File: config.mk
export PLATFORM = sky130hd
export DESIGN_NAME = controlUnit
export DESIGN_NICKNAME = d
export VERILOG_FILES = /design/src/hw/isaPkg.sv /design/src/hw/controlPkg.sv /design/src/hw/instrDecoder.sv /design/src/hw/controlSequencer.sv /design/src/hw/controlSignalDecoder.sv /design/src/hw/controlUnit.sv
export SDC_FILE = /design/constraint.sdc
export NUM_CORES = 1
export LEC_CHECK = 0
export ABC_CLOCK_PERIOD_IN_PS = 3300
export BUFFER_PORTS_ARGS = -buffer_cell sky130_fd_sc_hd__buf_2
export CELL_PAD_IN_SITES_DETAIL_PLACEMENT = 1
export CELL_PAD_IN_SITES_GLOBAL_PLACEMENT = 1
export CORE_MARGIN = 2
export CORE_UTILIZATION = 35
export DETAILED_ROUTE_END_ITERATION = 10
export PLACE_DENSITY = 0.85
export RECOVER_POWER = 50
export SLEW_MARGIN = 20
export SYNTH_ARGS = -nofsm -noshare
export SYNTH_HDL_FRONTEND = slang
export SYNTH_SLANG_ARGS = --single-unit
export TNS_END_PERCENT = 30
File: constraint.sdc
create_clock -name clk -period 3.3 [get_ports clk]
set_clock_uncertainty 0.2 [all_clocks]
set_input_delay 0 -clock clk [delete_from_list [all_inputs] [get_ports clk]]
set_output_delay 0 -clock clk [all_outputs]
set_load 0.005 [all_outputs]
File: src/hw/isaPkg.sv
package isaPkg;

    typedef logic [5:0] opcode_t;               // Primary opcode field
    typedef logic [5:0] funct_t;                // R-type function field

    //////////////////////////////////////////////////////////////////////
    // Opcode encodings
    localparam opcode_t opRType = 6'h00;
    localparam opcode_t opJ     = 6'h02;
    localparam opcode_t opJal   = 6'h03;
    localparam opcode_t opBeq   = 6'h04;
    localparam opcode_t opBne   = 6'h05;
    localparam opcode_t opBle   = 6'h06;
    localparam opcode_t opBgt   = 6'h07;
    localparam opcode_t opAddi  = 6'h08;
    localparam opcode_t opAddiu = 6'h09;
    localparam opcode_t opSlti  = 6'h0a;
    localparam opcode_t opLw    = 6'h23;
    localparam opcode_t opSw    = 6'h2b;

    //////////////////////////////////////////////////////////////////////
    // Funct encodings, valid only with opRType
    localparam funct_t fnJr  = 6'h08;
    localparam funct_t fnAdd = 6'h20;
    localparam funct_t fnSub = 6'h22;
    localparam funct_t fnAnd = 6'h24;
    localparam funct_t fnOr  = 6'h25;
    localparam funct_t fnSlt = 6'h2a;

    // One kind per supported instruction
    typedef enum logic [4:0] {
        kindAdd, kindSub, kindAnd, kindOr, kindSlt, kindJr,
        kindAddi, kindAddiu, kindSlti,
        kindBeq, kindBne, kindBle, kindBgt,
        kindLw, kindSw,
        kindJ, kindJal,
        kindInvalid
    } instrKind_e;

endpackage

File: src/hw/controlPkg.sv
package controlPkg;

    //////////////////////////////////////////////////////////////////////
    // Sequencer states
    typedef enum logic [5:0] {
        resetInit, fetchWait, fetchLatch, decode,
        execAdd, execSub, execAnd, execOr, execSlt, writeRd,
        jumpReg, savePc,
        execAddi, execAddiu, execSlti, writeRt,
        branchTarget, cmpBeq, cmpBne, cmpBle, cmpBgt, branchCommit,
        addrCalc, memRead, loadWrite, storeWrite,
        jump, jumpLink,
        invalidTrap, overflowTrap, exceptionJump
    } state_e;

    //////////////////////////////////////////////////////////////////////
    // ALU control codes, numbering fixed by the ALU
    typedef enum logic [4:0] {
        aluPass = 5'd0,                         // S = A
        aluAdd  = 5'd1,                         // Add, flags overflow
        aluSub  = 5'd2,
        aluAnd  = 5'd3,
        aluCmp  = 5'd7,                         // Set on less than
        aluOr   = 5'd8,
        aluAddU = 5'd11,                        // Add, no overflow
        aluNe   = 5'd14,
        aluEq   = 5'd15,
        aluLe   = 5'd16,
        aluGt   = 5'd17
    } aluOp_e;

    //////////////////////////////////////////////////////////////////////
    // Datapath mux selects
    typedef enum logic [2:0] {
        srcBRegB         = 3'd0,
        srcBConstFour    = 3'd1,
        srcBImmediate    = 3'd2,
        srcBBranchOffset = 3'd3                 // Sign extended, shifted by 2
    } aluSrcB_e;

    typedef enum logic [2:0] {
        pcJumpTarget      = 3'd0,
        pcAluResult       = 3'd1,
        pcAluOut          = 3'd2,
        pcExceptionVector = 3'd3
    } pcSource_e;

    typedef enum logic [1:0] {
        destRt        = 2'd0,
        destRd        = 2'd1,
        destReturnReg = 2'd2,                   // $31
        destStackPtr  = 2'd3                    // $29
    } regDest_e;

    typedef enum logic [2:0] {
        wbAluOut        = 3'd0,
        wbMemData       = 3'd1,
        wbStackInit     = 3'd2,                 // Initial stack pointer constant
        wbExceptionData = 3'd3,
        wbReturnAddr    = 3'd4
    } memToReg_e;

    typedef enum logic [2:0] {
        addrPcOrAlu        = 3'd0,
        addrOverflowVector = 3'd1,
        addrInvalidVector  = 3'd3
    } srcAddr_e;

endpackage

File: src/hw/instrDecoder.sv
`timescale 1ns/1ns

module instrDecoder
    import isaPkg::*;
(
    input  opcode_t    opcode,
    input  funct_t     funct,
    output instrKind_e instrKind
);

    instrKind_e rKind;                          // Kind when opcode is R-type

    //////////////////////////////////////////////////////////////////////
    // R-type function lookup
    always_comb
    begin
        case (funct)
            fnAdd:   rKind = kindAdd;
            fnSub:   rKind = kindSub;
            fnAnd:   rKind = kindAnd;
            fnOr:    rKind = kindOr;
            fnSlt:   rKind = kindSlt;
            fnJr:    rKind = kindJr;
            default: rKind = kindInvalid;
        endcase
    end

    //////////////////////////////////////////////////////////////////////
    // Primary opcode lookup
    always_comb
    begin
        case (opcode)
            opRType: instrKind = rKind;
            opAddi:  instrKind = kindAddi;
            opAddiu: instrKind = kindAddiu;
            opSlti:  instrKind = kindSlti;
            opBeq:   instrKind = kindBeq;
            opBne:   instrKind = kindBne;
            opBle:   instrKind = kindBle;
            opBgt:   instrKind = kindBgt;
            opLw:    instrKind = kindLw;
            opSw:    instrKind = kindSw;
            opJ:     instrKind = kindJ;
            opJal:   instrKind = kindJal;
            default: instrKind = kindInvalid;   // Unlisted opcodes trap
        endcase
    end

endmodule

File: src/hw/controlSequencer.sv
`timescale 1ns/1ns

module controlSequencer
    import isaPkg::*, controlPkg::*;
#(
    parameter int MemWaitCycles = 2
)
(
    input  logic       clk,
    input  logic       reset,
    input  instrKind_e instrKind,
    input  logic       overflowFlag,
    output state_e     state
);

    localparam int CountWidth = (MemWaitCycles > 1) ? $clog2(MemWaitCycles) : 1;
    localparam logic [CountWidth-1:0] WaitLoad = CountWidth'(MemWaitCycles - 1);

    state_e                nextState;
    logic [CountWidth-1:0] waitCount;           // Cycles left in a wait state
    logic [CountWidth-1:0] nextCount;
    logic                  overflowExempt;

    // No overflow redirect out of reset or while already trapping
    assign overflowExempt = (state == resetInit) || (state == invalidTrap) ||
                            (state == overflowTrap) || (state == exceptionJump);

    //////////////////////////////////////////////////////////////////////
    // Next state
    always_comb
    begin
        nextState = fetchWait;
        case (state)
            resetInit:  nextState = fetchWait;
            fetchWait:  nextState = (waitCount == '0) ? fetchLatch : fetchWait;
            fetchLatch: nextState = decode;
            decode:
            begin
                case (instrKind)
                    kindAdd:   nextState = execAdd;
                    kindSub:   nextState = execSub;
                    kindAnd:   nextState = execAnd;
                    kindOr:    nextState = execOr;
                    kindSlt:   nextState = execSlt;
                    kindJr:    nextState = jumpReg;
                    kindAddi:  nextState = execAddi;
                    kindAddiu: nextState = execAddiu;
                    kindSlti:  nextState = execSlti;
                    kindBeq, kindBne, kindBle, kindBgt:
                               nextState = branchTarget;
                    kindLw, kindSw:
                               nextState = addrCalc;
                    kindJ:     nextState = jump;
                    kindJal:   nextState = jumpLink;
                    default:   nextState = invalidTrap;
                endcase
            end
            execAdd, execSub, execAnd, execOr, execSlt:
                nextState = writeRd;
            execAddi, execAddiu, execSlti:
                nextState = writeRt;
            jumpReg:      nextState = savePc;
            branchTarget:
            begin
                case (instrKind)
                    kindBne: nextState = cmpBne;
                    kindBle: nextState = cmpBle;
                    kindBgt: nextState = cmpBgt;
                    default: nextState = cmpBeq;
                endcase
            end
            cmpBeq, cmpBne, cmpBle, cmpBgt:
                nextState = branchCommit;
            addrCalc:     nextState = (instrKind == kindSw) ? storeWrite : memRead;
            memRead:      nextState = (waitCount == '0) ? loadWrite : memRead;
            invalidTrap:  nextState = exceptionJump;
            overflowTrap: nextState = exceptionJump;
            default:      nextState = fetchWait;    // Last step of every instruction
        endcase

        if (overflowFlag && !overflowExempt)
        begin
            nextState = overflowTrap;
        end
    end

    //////////////////////////////////////////////////////////////////////
    // Memory wait counter, loaded on entry to fetchWait or memRead
    always_comb
    begin
        nextCount = '0;
        if (nextState == fetchWait || nextState == memRead)
        begin
            if (nextState != state)
                nextCount = WaitLoad;
            else
                nextCount = waitCount - 1'b1;
        end
    end

    always_ff @(posedge clk)
    begin
        if (reset)
        begin
            state     <= resetInit;
            waitCount <= '0;
        end
        else
        begin
            state     <= nextState;
            waitCount <= nextCount;
        end
    end

endmodule

File: src/hw/controlSignalDecoder.sv
`timescale 1ns/1ns

module controlSignalDecoder
    import controlPkg::*;
(
    input  state_e    state,
    output logic      pcWriteCond,
    output logic      pcWrite,
    output logic      iorD,
    output logic      memWrite,
    output logic      irWrite,
    output logic      regWrite,
    output logic      aluSrcA,
    output srcAddr_e  srcAddr,
    output memToReg_e memToReg,
    output regDest_e  regDest,
    output aluSrcB_e  aluSrcB,
    output aluOp_e    aluOp,
    output pcSource_e pcSource
);

    always_comb
    begin
        //////////////////////////////////////////////////////////////////
        // Inactive defaults
        pcWriteCond = 1'b0;
        pcWrite     = 1'b0;
        iorD        = 1'b0;                     // Address from PC
        memWrite    = 1'b0;
        irWrite     = 1'b0;
        regWrite    = 1'b0;
        aluSrcA     = 1'b0;                     // A operand is PC
        srcAddr     = addrPcOrAlu;
        memToReg    = wbAluOut;
        regDest     = destRt;
        aluSrcB     = srcBRegB;
        aluOp       = aluPass;
        pcSource    = pcAluOut;

        //////////////////////////////////////////////////////////////////
        // Per-state overrides
        case (state)
            resetInit:
            begin
                regWrite = 1'b1;                // Load $29 with its start value
                regDest  = destStackPtr;
                memToReg = wbStackInit;
                pcSource = pcJumpTarget;        // All selects at zero here
            end
            fetchLatch:
            begin
                aluSrcB = srcBConstFour;        // PC + 4
                aluOp   = aluAdd;
                irWrite = 1'b1;
            end
            decode:       pcWrite = 1'b1;       // Commit PC + 4 from aluOut

            execAdd, execSub, execAnd, execOr, execSlt:
            begin
                aluSrcA = 1'b1;
                aluSrcB = srcBRegB;
                case (state)
                    execAdd: aluOp = aluAdd;
                    execSub: aluOp = aluSub;
                    execAnd: aluOp = aluAnd;
                    execOr:  aluOp = aluOr;
                    default: aluOp = aluCmp;
                endcase
            end
            writeRd:
            begin
                regWrite = 1'b1;
                regDest  = destRd;
            end

            jumpReg:
            begin
                aluSrcA  = 1'b1;                // Pass rs straight through
                pcSource = pcAluResult;
                pcWrite  = 1'b1;
            end
            savePc:
            begin
                pcSource = pcAluResult;
                pcWrite  = 1'b1;
            end

            execAddi, execAddiu, execSlti:
            begin
                aluSrcA = 1'b1;
                aluSrcB = srcBImmediate;
                case (state)
                    execAddi:  aluOp = aluAdd;
                    execAddiu: aluOp = aluAddU;
                    default:   aluOp = aluCmp;
                endcase
            end
            writeRt:      regWrite = 1'b1;

            branchTarget:
            begin
                aluSrcB = srcBBranchOffset;     // Target lands in aluOut
                aluOp   = aluAdd;
            end
            cmpBeq, cmpBne, cmpBle, cmpBgt:
            begin
                aluSrcA     = 1'b1;
                pcWriteCond = 1'b1;             // Taken only if compare is true
                case (state)
                    cmpBeq:  aluOp = aluEq;
                    cmpBne:  aluOp = aluNe;
                    cmpBle:  aluOp = aluLe;
                    default: aluOp = aluGt;
                endcase
            end
            branchCommit: aluSrcA = 1'b1;

            addrCalc, memRead, storeWrite:
            begin
                aluSrcA  = 1'b1;                // Base plus offset held on the ALU
                aluSrcB  = srcBImmediate;
                aluOp    = aluAdd;
                iorD     = (state != addrCalc);
                memWrite = (state == storeWrite);
            end
            loadWrite:
            begin
                iorD     = 1'b1;
                regWrite = 1'b1;
                memToReg = wbMemData;
            end

            jump, jumpLink:
            begin
                pcSource = pcJumpTarget;
                pcWrite  = 1'b1;
                if (state == jumpLink)
                begin
                    regWrite = 1'b1;            // Link into $31
                    regDest  = destReturnReg;
                    memToReg = wbReturnAddr;
                end
            end

            invalidTrap, overflowTrap, exceptionJump:
            begin
                memToReg = wbExceptionData;
                regDest  = destStackPtr;
                pcSource = pcExceptionVector;
                case (state)
                    invalidTrap:  srcAddr = addrInvalidVector;
                    overflowTrap: srcAddr = addrOverflowVector;
                    default:      pcWrite = 1'b1;   // Handler address into PC
                endcase
            end

            default: ;                          // fetchWait keeps the defaults
        endcase
    end

endmodule

File: src/hw/controlUnit.sv
`timescale 1ns/1ns

module controlUnit
    import isaPkg::*, controlPkg::*;
#(
    parameter int MemWaitCycles = 2
)
(
    input  logic      clk,
    input  logic      reset,
    input  opcode_t   opcode,
    input  funct_t    funct,
    input  logic      overflowFlag,
    output logic      pcWriteCond,
    output logic      pcWrite,
    output logic      iorD,
    output logic      memWrite,
    output logic      irWrite,
    output logic      regWrite,
    output logic      aluSrcA,
    output srcAddr_e  srcAddr,
    output memToReg_e memToReg,
    output regDest_e  regDest,
    output aluSrcB_e  aluSrcB,
    output aluOp_e    aluOp,
    output pcSource_e pcSource
);

    instrKind_e instrKind;
    state_e     state;

    instrDecoder uInstrDecoder (
        .opcode    (opcode),
        .funct     (funct),
        .instrKind (instrKind)
    );

    controlSequencer #(
        .MemWaitCycles (MemWaitCycles)
    ) uControlSequencer (
        .clk          (clk),
        .reset        (reset),
        .instrKind    (instrKind),
        .overflowFlag (overflowFlag),
        .state        (state)
    );

    controlSignalDecoder uControlSignalDecoder (
        .state       (state),
        .pcWriteCond (pcWriteCond),
        .pcWrite     (pcWrite),
        .iorD        (iorD),
        .memWrite    (memWrite),
        .irWrite     (irWrite),
        .regWrite    (regWrite),
        .aluSrcA     (aluSrcA),
        .srcAddr     (srcAddr),
        .memToReg    (memToReg),
        .regDest     (regDest),
        .aluSrcB     (aluSrcB),
        .aluOp       (aluOp),
        .pcSource    (pcSource)
    );

endmodule

==> reports/metrics.yaml, run 1 <==
setup-violations-final: 0
critPathMaxFanout: 3
cts_tree: "done"
hpwl_mm: 5.76
area_growth_pct: 29.4
yosysSeqAreaShare: 0.0654
routed_wl_mm: 7.48
synthesis.instances: 281
timing.final.crit_period_ns: 3.14
routabilityCongestion: 0.912
synth-async-reset-ratio: 0
grt_max_degree: 22
grt_setup_unrepaired: "false"
crit_arrival_ns: 3.04
cts-buffers-inserted: 3
first_iter_violations: 207
hold_class: "primary input to register"
die_area_um2: 5840
crit_start: "opcode[0]"
relSlewSlack: 0.550
met1_usage: 0.290
synth_edf_count: 0
placed_area_um2: 2270
io_pins: 41
power_density_nw_per_um2: 388
ys.flop_type: "dfxtp_1"
clockBufferDepth: 2
numPortBuffers: 37
grt_pass1_vias: 2486
cts.reportedPaths.clkPinSlew_ns: 0.04
clk_latency_ns: 0.22
top_usage_layer: "met2"
drt_first_pass_iters: 4
cts.sinks: 6
fill_cells: 705
total_power_uw: 921
ant_nets: 0
status: "completed"
grt_pass1_wl_mm: 11.9
tightest_slew_ns: 0.670
startpoint_type: "primary input"
cts_root_buf: "clkbuf_8"
grt_usage: 0.241
use_met2: 0.449
drv_slew: 0
finalHoldViolCount: 0
synthesis.area_um2: 1840
final_area_um2: 2380
ys_ff_latch: 6
drcViolationCount: 0
die_w_um: 76.4
maxCapViolCount: 0
antenna_cells: 0
layout-drive-gt1-share: 0.276
yosysWarnings: 0
final_nets: 355
instances_no_fill: 403
fmax_mhz: 318
path_class: "primary input to register"
via_per_inst: 6.12
required_ns: 3.19
ctsHtreeMaxLevel: 1
cellLeakagePower_uw: 0.000958
vdd_drop_max_mv: 0.147
num_vias: 2468
crit_path_end_kind: "register"
initial_utilization: 0.362
finalCritPeriodShare: 0.953
syn_area_per_cell_um2: 6.54
placementRows: 26
fin_hold_ws_ns: 0.220
chipHeight_um: 76.4
synth_cell_types: 71
dp.cells: 398
antenna_found_initial: 0
use_met3: 0.0261
grt_overflow_total: 0
core-area_um2: 5070
worstHoldStart: "overflowFlag"
wl_per_cell_um: 18.6
r2r_start: "uControlSequencer.state[1]$_SDFF_PP0_"
[final cells by class]
| cell class | instances | area [µm²] | share of cell area |
|---|---|---|---|
| clock buffers | 3 | 41.3 | 0.0174 |
| inverters | 12 | 45.0 | 0.0190 |
| multi-input cells | 238 | 1640 | 0.689 |
| flip-flops and latches | 6 | 120 | 0.0506 |
| well taps | 70 | 87.6 | 0.0369 |
| repair buffers | 74 | 445 | 0.187 |
[cell usage in the layout, fill, tap and decap left out, types with 3 or more instances in the layout]
cell      Yosys  final
nand3b_1      6      6
clkbuf_1     16     10
a211o_1       4      4
o22ai_1       4      4
buf_4         3     33
o21ai_1       1      3
a21oi_1      14     14
nor4_1        4      4
o21ai_0      15     12
nand4_1       4      4
dfxtp_1       6      6
inv_1        12     12
conb_1        1      3
or3_1         4      4
nor3_1       14     13
nand2_1      22     22
nand3_1       4      4
nor2b_1       6      6
or2_2         4      4
clkbuf_8      0      3
buf_2         1     29
a21o_1        4      4
a31oi_1       6      5
xnor2_1       3      3
o211ai_1      5      5
nand2b_1     13     13
nor2_1       26     26
ha_1          5      5
mux2i_1       3      3
[sequential cells by signal, summed over array words and instances, names as in the netlist]
register and flops:
uControlSequencer.waitCount 1, uControlSequencer.state 5
[report_power, final]
group          total [µW]  internal, µW  switching [µW]
Combinational         691           285             406
Sequential            123          87.9            34.6
Clock                 108          78.2            29.9
[layer usage]
| metal | vias up | share of wire |
|---|---|---|
| li1 | 1167 | - |
| met1 | 1187 | 0.43 |
| met2 | 93 | 0.50 |
| met3 | 21 | 0.045 |
| met4 | 0 | 0.026 |
| met5 | - | 0 |
[logic make-up after synthesis]
kind of cell / after synthesis / share of synthesized area
flops: 6 / 0.0654
buf+inv: 39 / 0.0865
fa+ha+maj: 5 / 0.0341
other cells: 1 / 0.00204
mux: 3 / 0.0163
xor+xnor: 5 / 0.0238
simple gates: 125 / 0.379
compound gates: 97 / 0.393
[cell usage after synthesis, drive strengths merged, types with 3 or more instances]
cell type / count / area share
nor2: 26 / 0.053
nand2: 22 / 0.045
clkbuf: 16 / 0.033
o21ai: 16 / 0.044
a21oi: 15 / 0.043
nor3: 14 / 0.038
nand2b: 13 / 0.044
inv: 12 / 0.025
buf: 11 / 0.029
a31oi: 7 / 0.027
dfxtp: 6 / 0.065
nand3b: 6 / 0.025
nor2b: 6 / 0.020
or2: 6 / 0.020
ha: 5 / 0.034
o211ai: 5 / 0.020
or3: 5 / 0.020
a211o: 4 / 0.019
a211oi: 4 / 0.016
a21o: 4 / 0.016
nand3: 4 / 0.011
nand4: 4 / 0.014
nor4: 4 / 0.014
o22ai: 4 / 0.014
a2bb2oi: 3 / 0.014
a311oi: 3 / 0.018
mux2i: 3 / 0.016
xnor2: 3 / 0.014
[worst paths after layout]
kind                                                 end  slack, ns  cells after the start
setup / recovery  uControlSequencer.waitCount$_SDFF_PP0_       0.16                     14
hold / removal    uControlSequencer.waitCount$_SDFF_PP0_       0.22                      5
setup reg to reg  uControlSequencer.waitCount$_SDFF_PP0_       0.20                      9
hold reg to reg   uControlSequencer.waitCount$_SDFF_PP0_       0.62                      3
[critical path: stages]
cell       delay (ns)
buf_2            0.11
or4_4            0.53
or3_4            0.36
o32ai_2          0.26
buf_4            0.16
inv_1            0.06
ha_1             0.20
buf_4            0.14
nand2_1          0.07
nor2_1           0.06
a311oi_2         0.41
nand4_1          0.21
a2111oi_4        0.36
a221oi_2         0.10
[repair_timing]
action                     4_1_cts  5_1_grt
hold endpoints to repair         6        0
hold buffers                     1        0
setup endpoints to repair        1        1
pin swaps                        1        3
buffers inserted                 1        0
resized for setup                3       12
[metrics by stage]
step	worst slack, ns	utilization	setup TNS [ns]
floorplan	0.0126	-	0
global placement	-0.0715	0.446	-0.0715
detailed placement	-0.331	0.446	-0.331
CTS	0.0247	0.460	0
global route	0.0205	0.468	0
finish	0.157	0.468	0
Power figures use the tool's default switching activity.
==> inputs of run 2 (changes only) <==
ABC_CLOCK_PERIOD_IN_PS = default   (was 3300)
BUFFER_PORTS_ARGS = -buffer_cell sky130_fd_sc_hd__buf_4   (was -buffer_cell sky130_fd_sc_hd__buf_2)
==> run 2 against run 1 <==
  * Sequential share of layout area fell by 0.14 points
  * Die area did not move
  * Wire length fell by 2.2%
  * Sequential power rose by 7%
  * Count of clock-buffer cells in the layout did not move
  * Via count fell by 0.57%
  * Global-route usage rose by 0.30 points
  * Utilization rose by 1.3 points
  * Critical path type unchanged
  * Largest power group unchanged
  * Highest routed layer unchanged
==> reports/metrics.yaml, run 2 (synthesis gave the netlist of run 1 again) <==
reg.largest.list: "uControlSequencer.state (5), uControlSequencer.waitCount (1)"
final_area_um2: 2440
cts.reportedPaths.clkPinSlew_ns: 0.04
pwr-share-clk: 0.117
first_iter_violations: 115
min_delay_path_depth: 5
cts_tree: "done"
regMostFlops: "uControlSequencer.state"
layout_commonest_cell: "buf_4"
power.internal_uw: 486
clockBufferDepth: 2
wl_met3_um: 320
hpwl_mm: 5.73
path_class: "primary input to register"
seq_area_um2: 120
grt_pass1_wl_mm: 12.1
layout_common_cells: "61 x buf_4, 26 x nor2_1, 22 x nand2_1"
cts.sinks: 6
dp.cells: 396
cts-buffers-inserted: 3
cts_root_buf: "clkbuf_8"
routed.top_layer: "met4"
io_pins: 41
status: "completed"
fill_cells: 691
power_frac_seq: 0.137
critPathCapture: "uControlSequencer.waitCount$_SDFF_PP0_"
startpoint_type: "primary input"
power_frac_comb: 0.746
clk_latency_ns: 0.23
finalCoreUtilization: 0.482
rrSetupSlack_ns: 0.19
p_sw_frac: 0.493
met2_wirelength_mm: 3.75
final_nets: 352
die_w_um: 76.4
ant_nets: 0
via_per_inst: 6.14
instances_no_fill: 400
tightest_slew_ns: 0.764
antenna_cells: 0
wl_per_cell_um: 18.3
drv_slew: 0
grt_overflow_total: 0
grt_max_degree: 27
critPathMaxFanout: 3
relSlewSlack: 0.487
r2r-end: "uControlSequencer.waitCount$_SDFF_PP0_"
fmax_mhz: 317
placed_area_um2: 2360
core-area_um2: 5070
crit_path_end_kind: "register"
initial_utilization: 0.362
drcViolationCount: 0
maxCapViolCount: 0
numPortBuffers: 37
grt_setup_unrepaired: "false"
num_vias: 2454
finalHoldViolCount: 0
area_growth_pct: 33.0
antenna_found_initial: 0
crit_start: "opcode[0]"
crit_arrival_ns: 3.10
setup-violations-final: 0
vdd_drop_max_mv: 0.155
ctsHtreeMaxLevel: 1
power_density_nw_per_um2: 392
largest_register_ffs: 5
wl_met1_mm: 2.98
required_ns: 3.24
drt_first_pass_iters: 4
grt_usage: 0.244
hold_class: "primary input to register"
layout-drive-gt1-share: 0.288
routed_wl_mm: 7.32
multiInputGateArea_um2: 1610
die_area_um2: 5840
timing.final.crit_period_ns: 3.16
r2r_cells: 9
cellLeakagePower_uw: 0.000991
grt_pass1_vias: 2483
chipHeight_um: 76.4
placementRows: 26
p_sw_uw: 473
r2r_start: "uControlSequencer.state[2]$_SDFF_PP0_"
finalCritPeriodShare: 0.957
routabilityCongestion: 0.896
-- run 2: cell types whose count changed in the layout (fill, tap and decap cells not counted), moves of 7 or more --
cell      delta
buf_4       +28
buf_2       -29
clkbuf_1     -9
clkbuf_4     +7
-- run 2: metrics by stage --
step	hold WS [ns]	TNS, ns	power, µW	worst slack [ns]
floorplan	-0.131	0	532	0.0126
global placement	0.00478	-0.208	787	-0.208
detailed placement	0.00686	-0.380	820	-0.380
CTS	0.203	0	939	0.0289
global route	0.253	0	1020	0.0118
finish	0.238	0	959	0.142
-- run 2: worst min-delay path by stage --
stage	startpoint	endpoint	slack, ns
CTS	opcode[4]	uControlSequencer.state[0]$_SDFF_PP0_	0.20
floorplan	reset	uControlSequencer.state[2]$_SDFF_PP0_	-0.13
global route	overflowFlag	uControlSequencer.state[1]$_SDFF_PP0_	0.25
global placement	reset	uControlSequencer.state[3]$_SDFF_PP0_	0.005
finish	overflowFlag	uControlSequencer.state[1]$_SDFF_PP0_	0.24
detailed placement	reset	uControlSequencer.state[2]$_SDFF_PP0_	0.007
-- run 2: timing repair --
item                                    CTS  global route
hold buffers                              1             0
hold endpoints to repair                  6             0
endpoints found under the setup margin    1             1
resized for setup                         4             7
pin swaps                                 0             2
buffers inserted                          0             0
-- run 2: critical path, stage by stage --
cell	delay (ns)
buf_4	0.11
or4_4	0.53
or3_4	0.36
o32ai_2	0.25
buf_4	0.16
inv_1	0.05
buf_4	0.13
ha_1	0.19
o32ai_1	0.43
a41oi_2	0.19
buf_4	0.18
a211o_1	0.25
a221oi_2	0.27
-- run 2: layout make-up --
| type | instances | share of cell area |
|---|---|---|
| clock buffers | 3 | 0.0169 |
| multi-input cells | 238 | 0.657 |
| well taps | 70 | 0.0358 |
| flip-flops and latches | 6 | 0.0492 |
| repair buffers | 71 | 0.223 |
| inverters | 12 | 0.0184 |
-- run 2: power by group through the flow --
stage          clock network (µW)  logic, µW  registers (µW)
3_3_place_gp                    0        659             128
3_5_place_dp                    0        689             130
6_report                      112        715             131
5_1_grt                       115        774             134
2_1_floorplan                   0        433            99.5
4_1_cts                       113        697             129
-- run 2: metal layers --
layer | GRT usage | up-vias
met5 | 0 | -
met4 | 0.100 | 0
met3 | 0.0225 | 24
met2 | 0.465 | 89
met1 | 0.274 | 1188
li1 | - | 1153
==> inputs of run 3 (changes only) <==
SETUP_SLACK_MARGIN = 0.15   (was default)
TNS_END_PERCENT = 10   (was 30)
==> run 3 against run 2 <==
  * Sequential cell count unchanged
  * Worst hold slack worse by 0.061 ns
  * Largest power group unchanged
  * Clock power decreased by 4%
  * Total power fell by 0.54%
  * Cell count increased by 1.0%
  * Global-route usage is 0.99 points higher
  * Critical path type unchanged
==> reports/metrics.yaml, run 3 (synthesis gave the netlist of run 1 again) <==
hpwl_mm: 5.98
setup-violations-final: 0
ctsHtreeMaxLevel: 1
layout_common_cells: "64 x buf_4, 26 x nor2_1, 22 x nand2_1"
clk_latency_ns: 0.22
initial_utilization: 0.362
ant_nets: 0
finalCritPeriodShare: 0.960
path_class: "primary input to register"
maxCapViolCount: 0
layout-drive-gt1-share: 0.296
r2r-end: "uControlSequencer.waitCount$_SDFF_PP0_"
layout_commonest_cell: "buf_4"
placementRows: 26
regMostFlops: "uControlSequencer.state"
area_growth_pct: 35.5
die_area_um2: 5840
finalHoldViolCount: 0
numPortBuffers: 37
drv_slew: 0
critPathMaxFanout: 3
required_ns: 3.19
power_density_nw_per_um2: 383
whs_endpoint: "uControlSequencer.state[1]$_SDFF_PP0_"
grt_overflow_total: 0
antenna_cells: 0
r2r_start: "uControlSequencer.state[1]$_SDFF_PP0_"
core-area_um2: 5070
grt_usage: 0.253
fin_tns_setup_ns: 0
worstHoldStart: "overflowFlag"
rrSetupSlack_ns: 0.21
finalCoreUtilization: 0.490
drcViolationCount: 0
vdd_drop_max_mv: 0.157
routed_wl_mm: 7.35
hold_class: "primary input to register"
via_per_inst: 5.92
grt_pass1_vias: 2547
antenna_found_initial: 0
clockBufferDepth: 2
reg.largest.list: "uControlSequencer.state (5), uControlSequencer.waitCount (1)"
cts-buffers-inserted: 3
relSlewSlack: 0.530
fill_cells: 677
largest_register_ffs: 5
io_pins: 41
cts.reportedPaths.clkPinSlew_ns: 0.04
cts_root_buf: "clkbuf_8"
cellLeakagePower_uw: 0.00101
num_vias: 2393
grt_setup_unrepaired: "true"
first_iter_violations: 166
crit_arrival_ns: 3.05
min_delay_path_depth: 4
status: "completed"
timing.final.crit_period_ns: 3.17
grt_pass1_wl_mm: 12.4
final_nets: 356
chipHeight_um: 76.4
crit_start: "opcode[0]"
cts_tree: "done"
die_w_um: 76.4
r2r_cells: 9
routabilityCongestion: 0.928
fmax_mhz: 316
total_power_uw: 953
crit_path_end_kind: "register"
post_cts_buffers: 0
startpoint_type: "primary input"
grt_max_degree: 18
wl_per_cell_um: 18.2
tightest_slew_ns: 0.701
cts.sinks: 6
drt_first_pass_iters: 4
==> run 3: layout make-up <==
cell class / instances / area, µm² / share of cell area
Sequential cell: 6 / 120 / 0.0483
Timing Repair Buffer: 75 / 567 / 0.228
Inverter: 12 / 45.0 / 0.0181
Tap cell: 70 / 87.6 / 0.0352
Clock buffer: 3 / 41.3 / 0.0166
Multi-Input combinational cell: 238 / 1630 / 0.654
==> run 3: worst max-delay path: stages <==
cell and delay, ns:
buf_4 0.12, or4_4 0.54, or3_4 0.38, o32ai_4 0.32, ha_1 0.22, nand3b_1 0.10, buf_4 0.15, or3_1 0.32
o211ai_1 0.14, xnor2_1 0.16, o2111ai_1 0.15, a2111oi_2 0.33, a221oi_2 0.11
==> run 3: routing by layer <==
| layer | global-route usage | wire, µm | up-vias |
|---|---|---|---|
| met4 | 0.0873 | 216 | 0 |
| met1 | 0.310 | 3160 | 1123 |
| met5 | 0 | 0 | - |
| met2 | 0.465 | 3750 | 84 |
| met3 | 0.0190 | 225 | 20 |
| li1 | - | - | 1166 |
==> run 3: worst max path at each step <==
| stage | slack, ns | cells after the start | end |
|---|---|---|---|
| 3_5_place_dp | -0.39 | 15 | uControlSequencer.waitCount$_SDFF_PP0_ |
| 5_1_grt | 0.009 | 13 | uControlSequencer.waitCount$_SDFF_PP0_ |
| 4_1_cts | 0.15 | 13 | uControlSequencer.waitCount$_SDFF_PP0_ |
| 2_1_floorplan | 0.16 | 12 | uControlSequencer.waitCount$_SDFF_PP0_ |
| 6_report | 0.13 | 13 | uControlSequencer.waitCount$_SDFF_PP0_ |
| 3_3_place_gp | -0.05 | 15 | uControlSequencer.waitCount$_SDFF_PP0_ |
==> run 3: repair_timing <==
item,CTS,global route
endpoints found under the setup margin,1,1
gates resized for setup,12,1
gates cloned,0,0
pin swaps,2,0
hold buffers,1,0
endpoints found under the hold margin,6,0
==> run 3: power breakdown <==
part / internal, µW / switching [µW]
registers: 87.9 / 47.6
clock network: 78.2 / 30.0
logic: 321 / 389
total: 487 / 466
==> run 3: stage by stage <==
| step | worst slack [ns] | hold slack [ns] | cell area [µm²] | cells |
|---|---|---|---|---|
| floorplan | 0.155 | -0.131 | 1850 | 283 |
| global placement | -0.0525 | 0.00357 | 2390 | 400 |
| detailed placement | -0.389 | 0.00401 | 2390 | 400 |
| CTS | 0.152 | 0.165 | 2500 | 404 |
| global route | 0.00930 | 0.204 | 2490 | 404 |
| finish | 0.132 | 0.177 | 2490 | 404 |
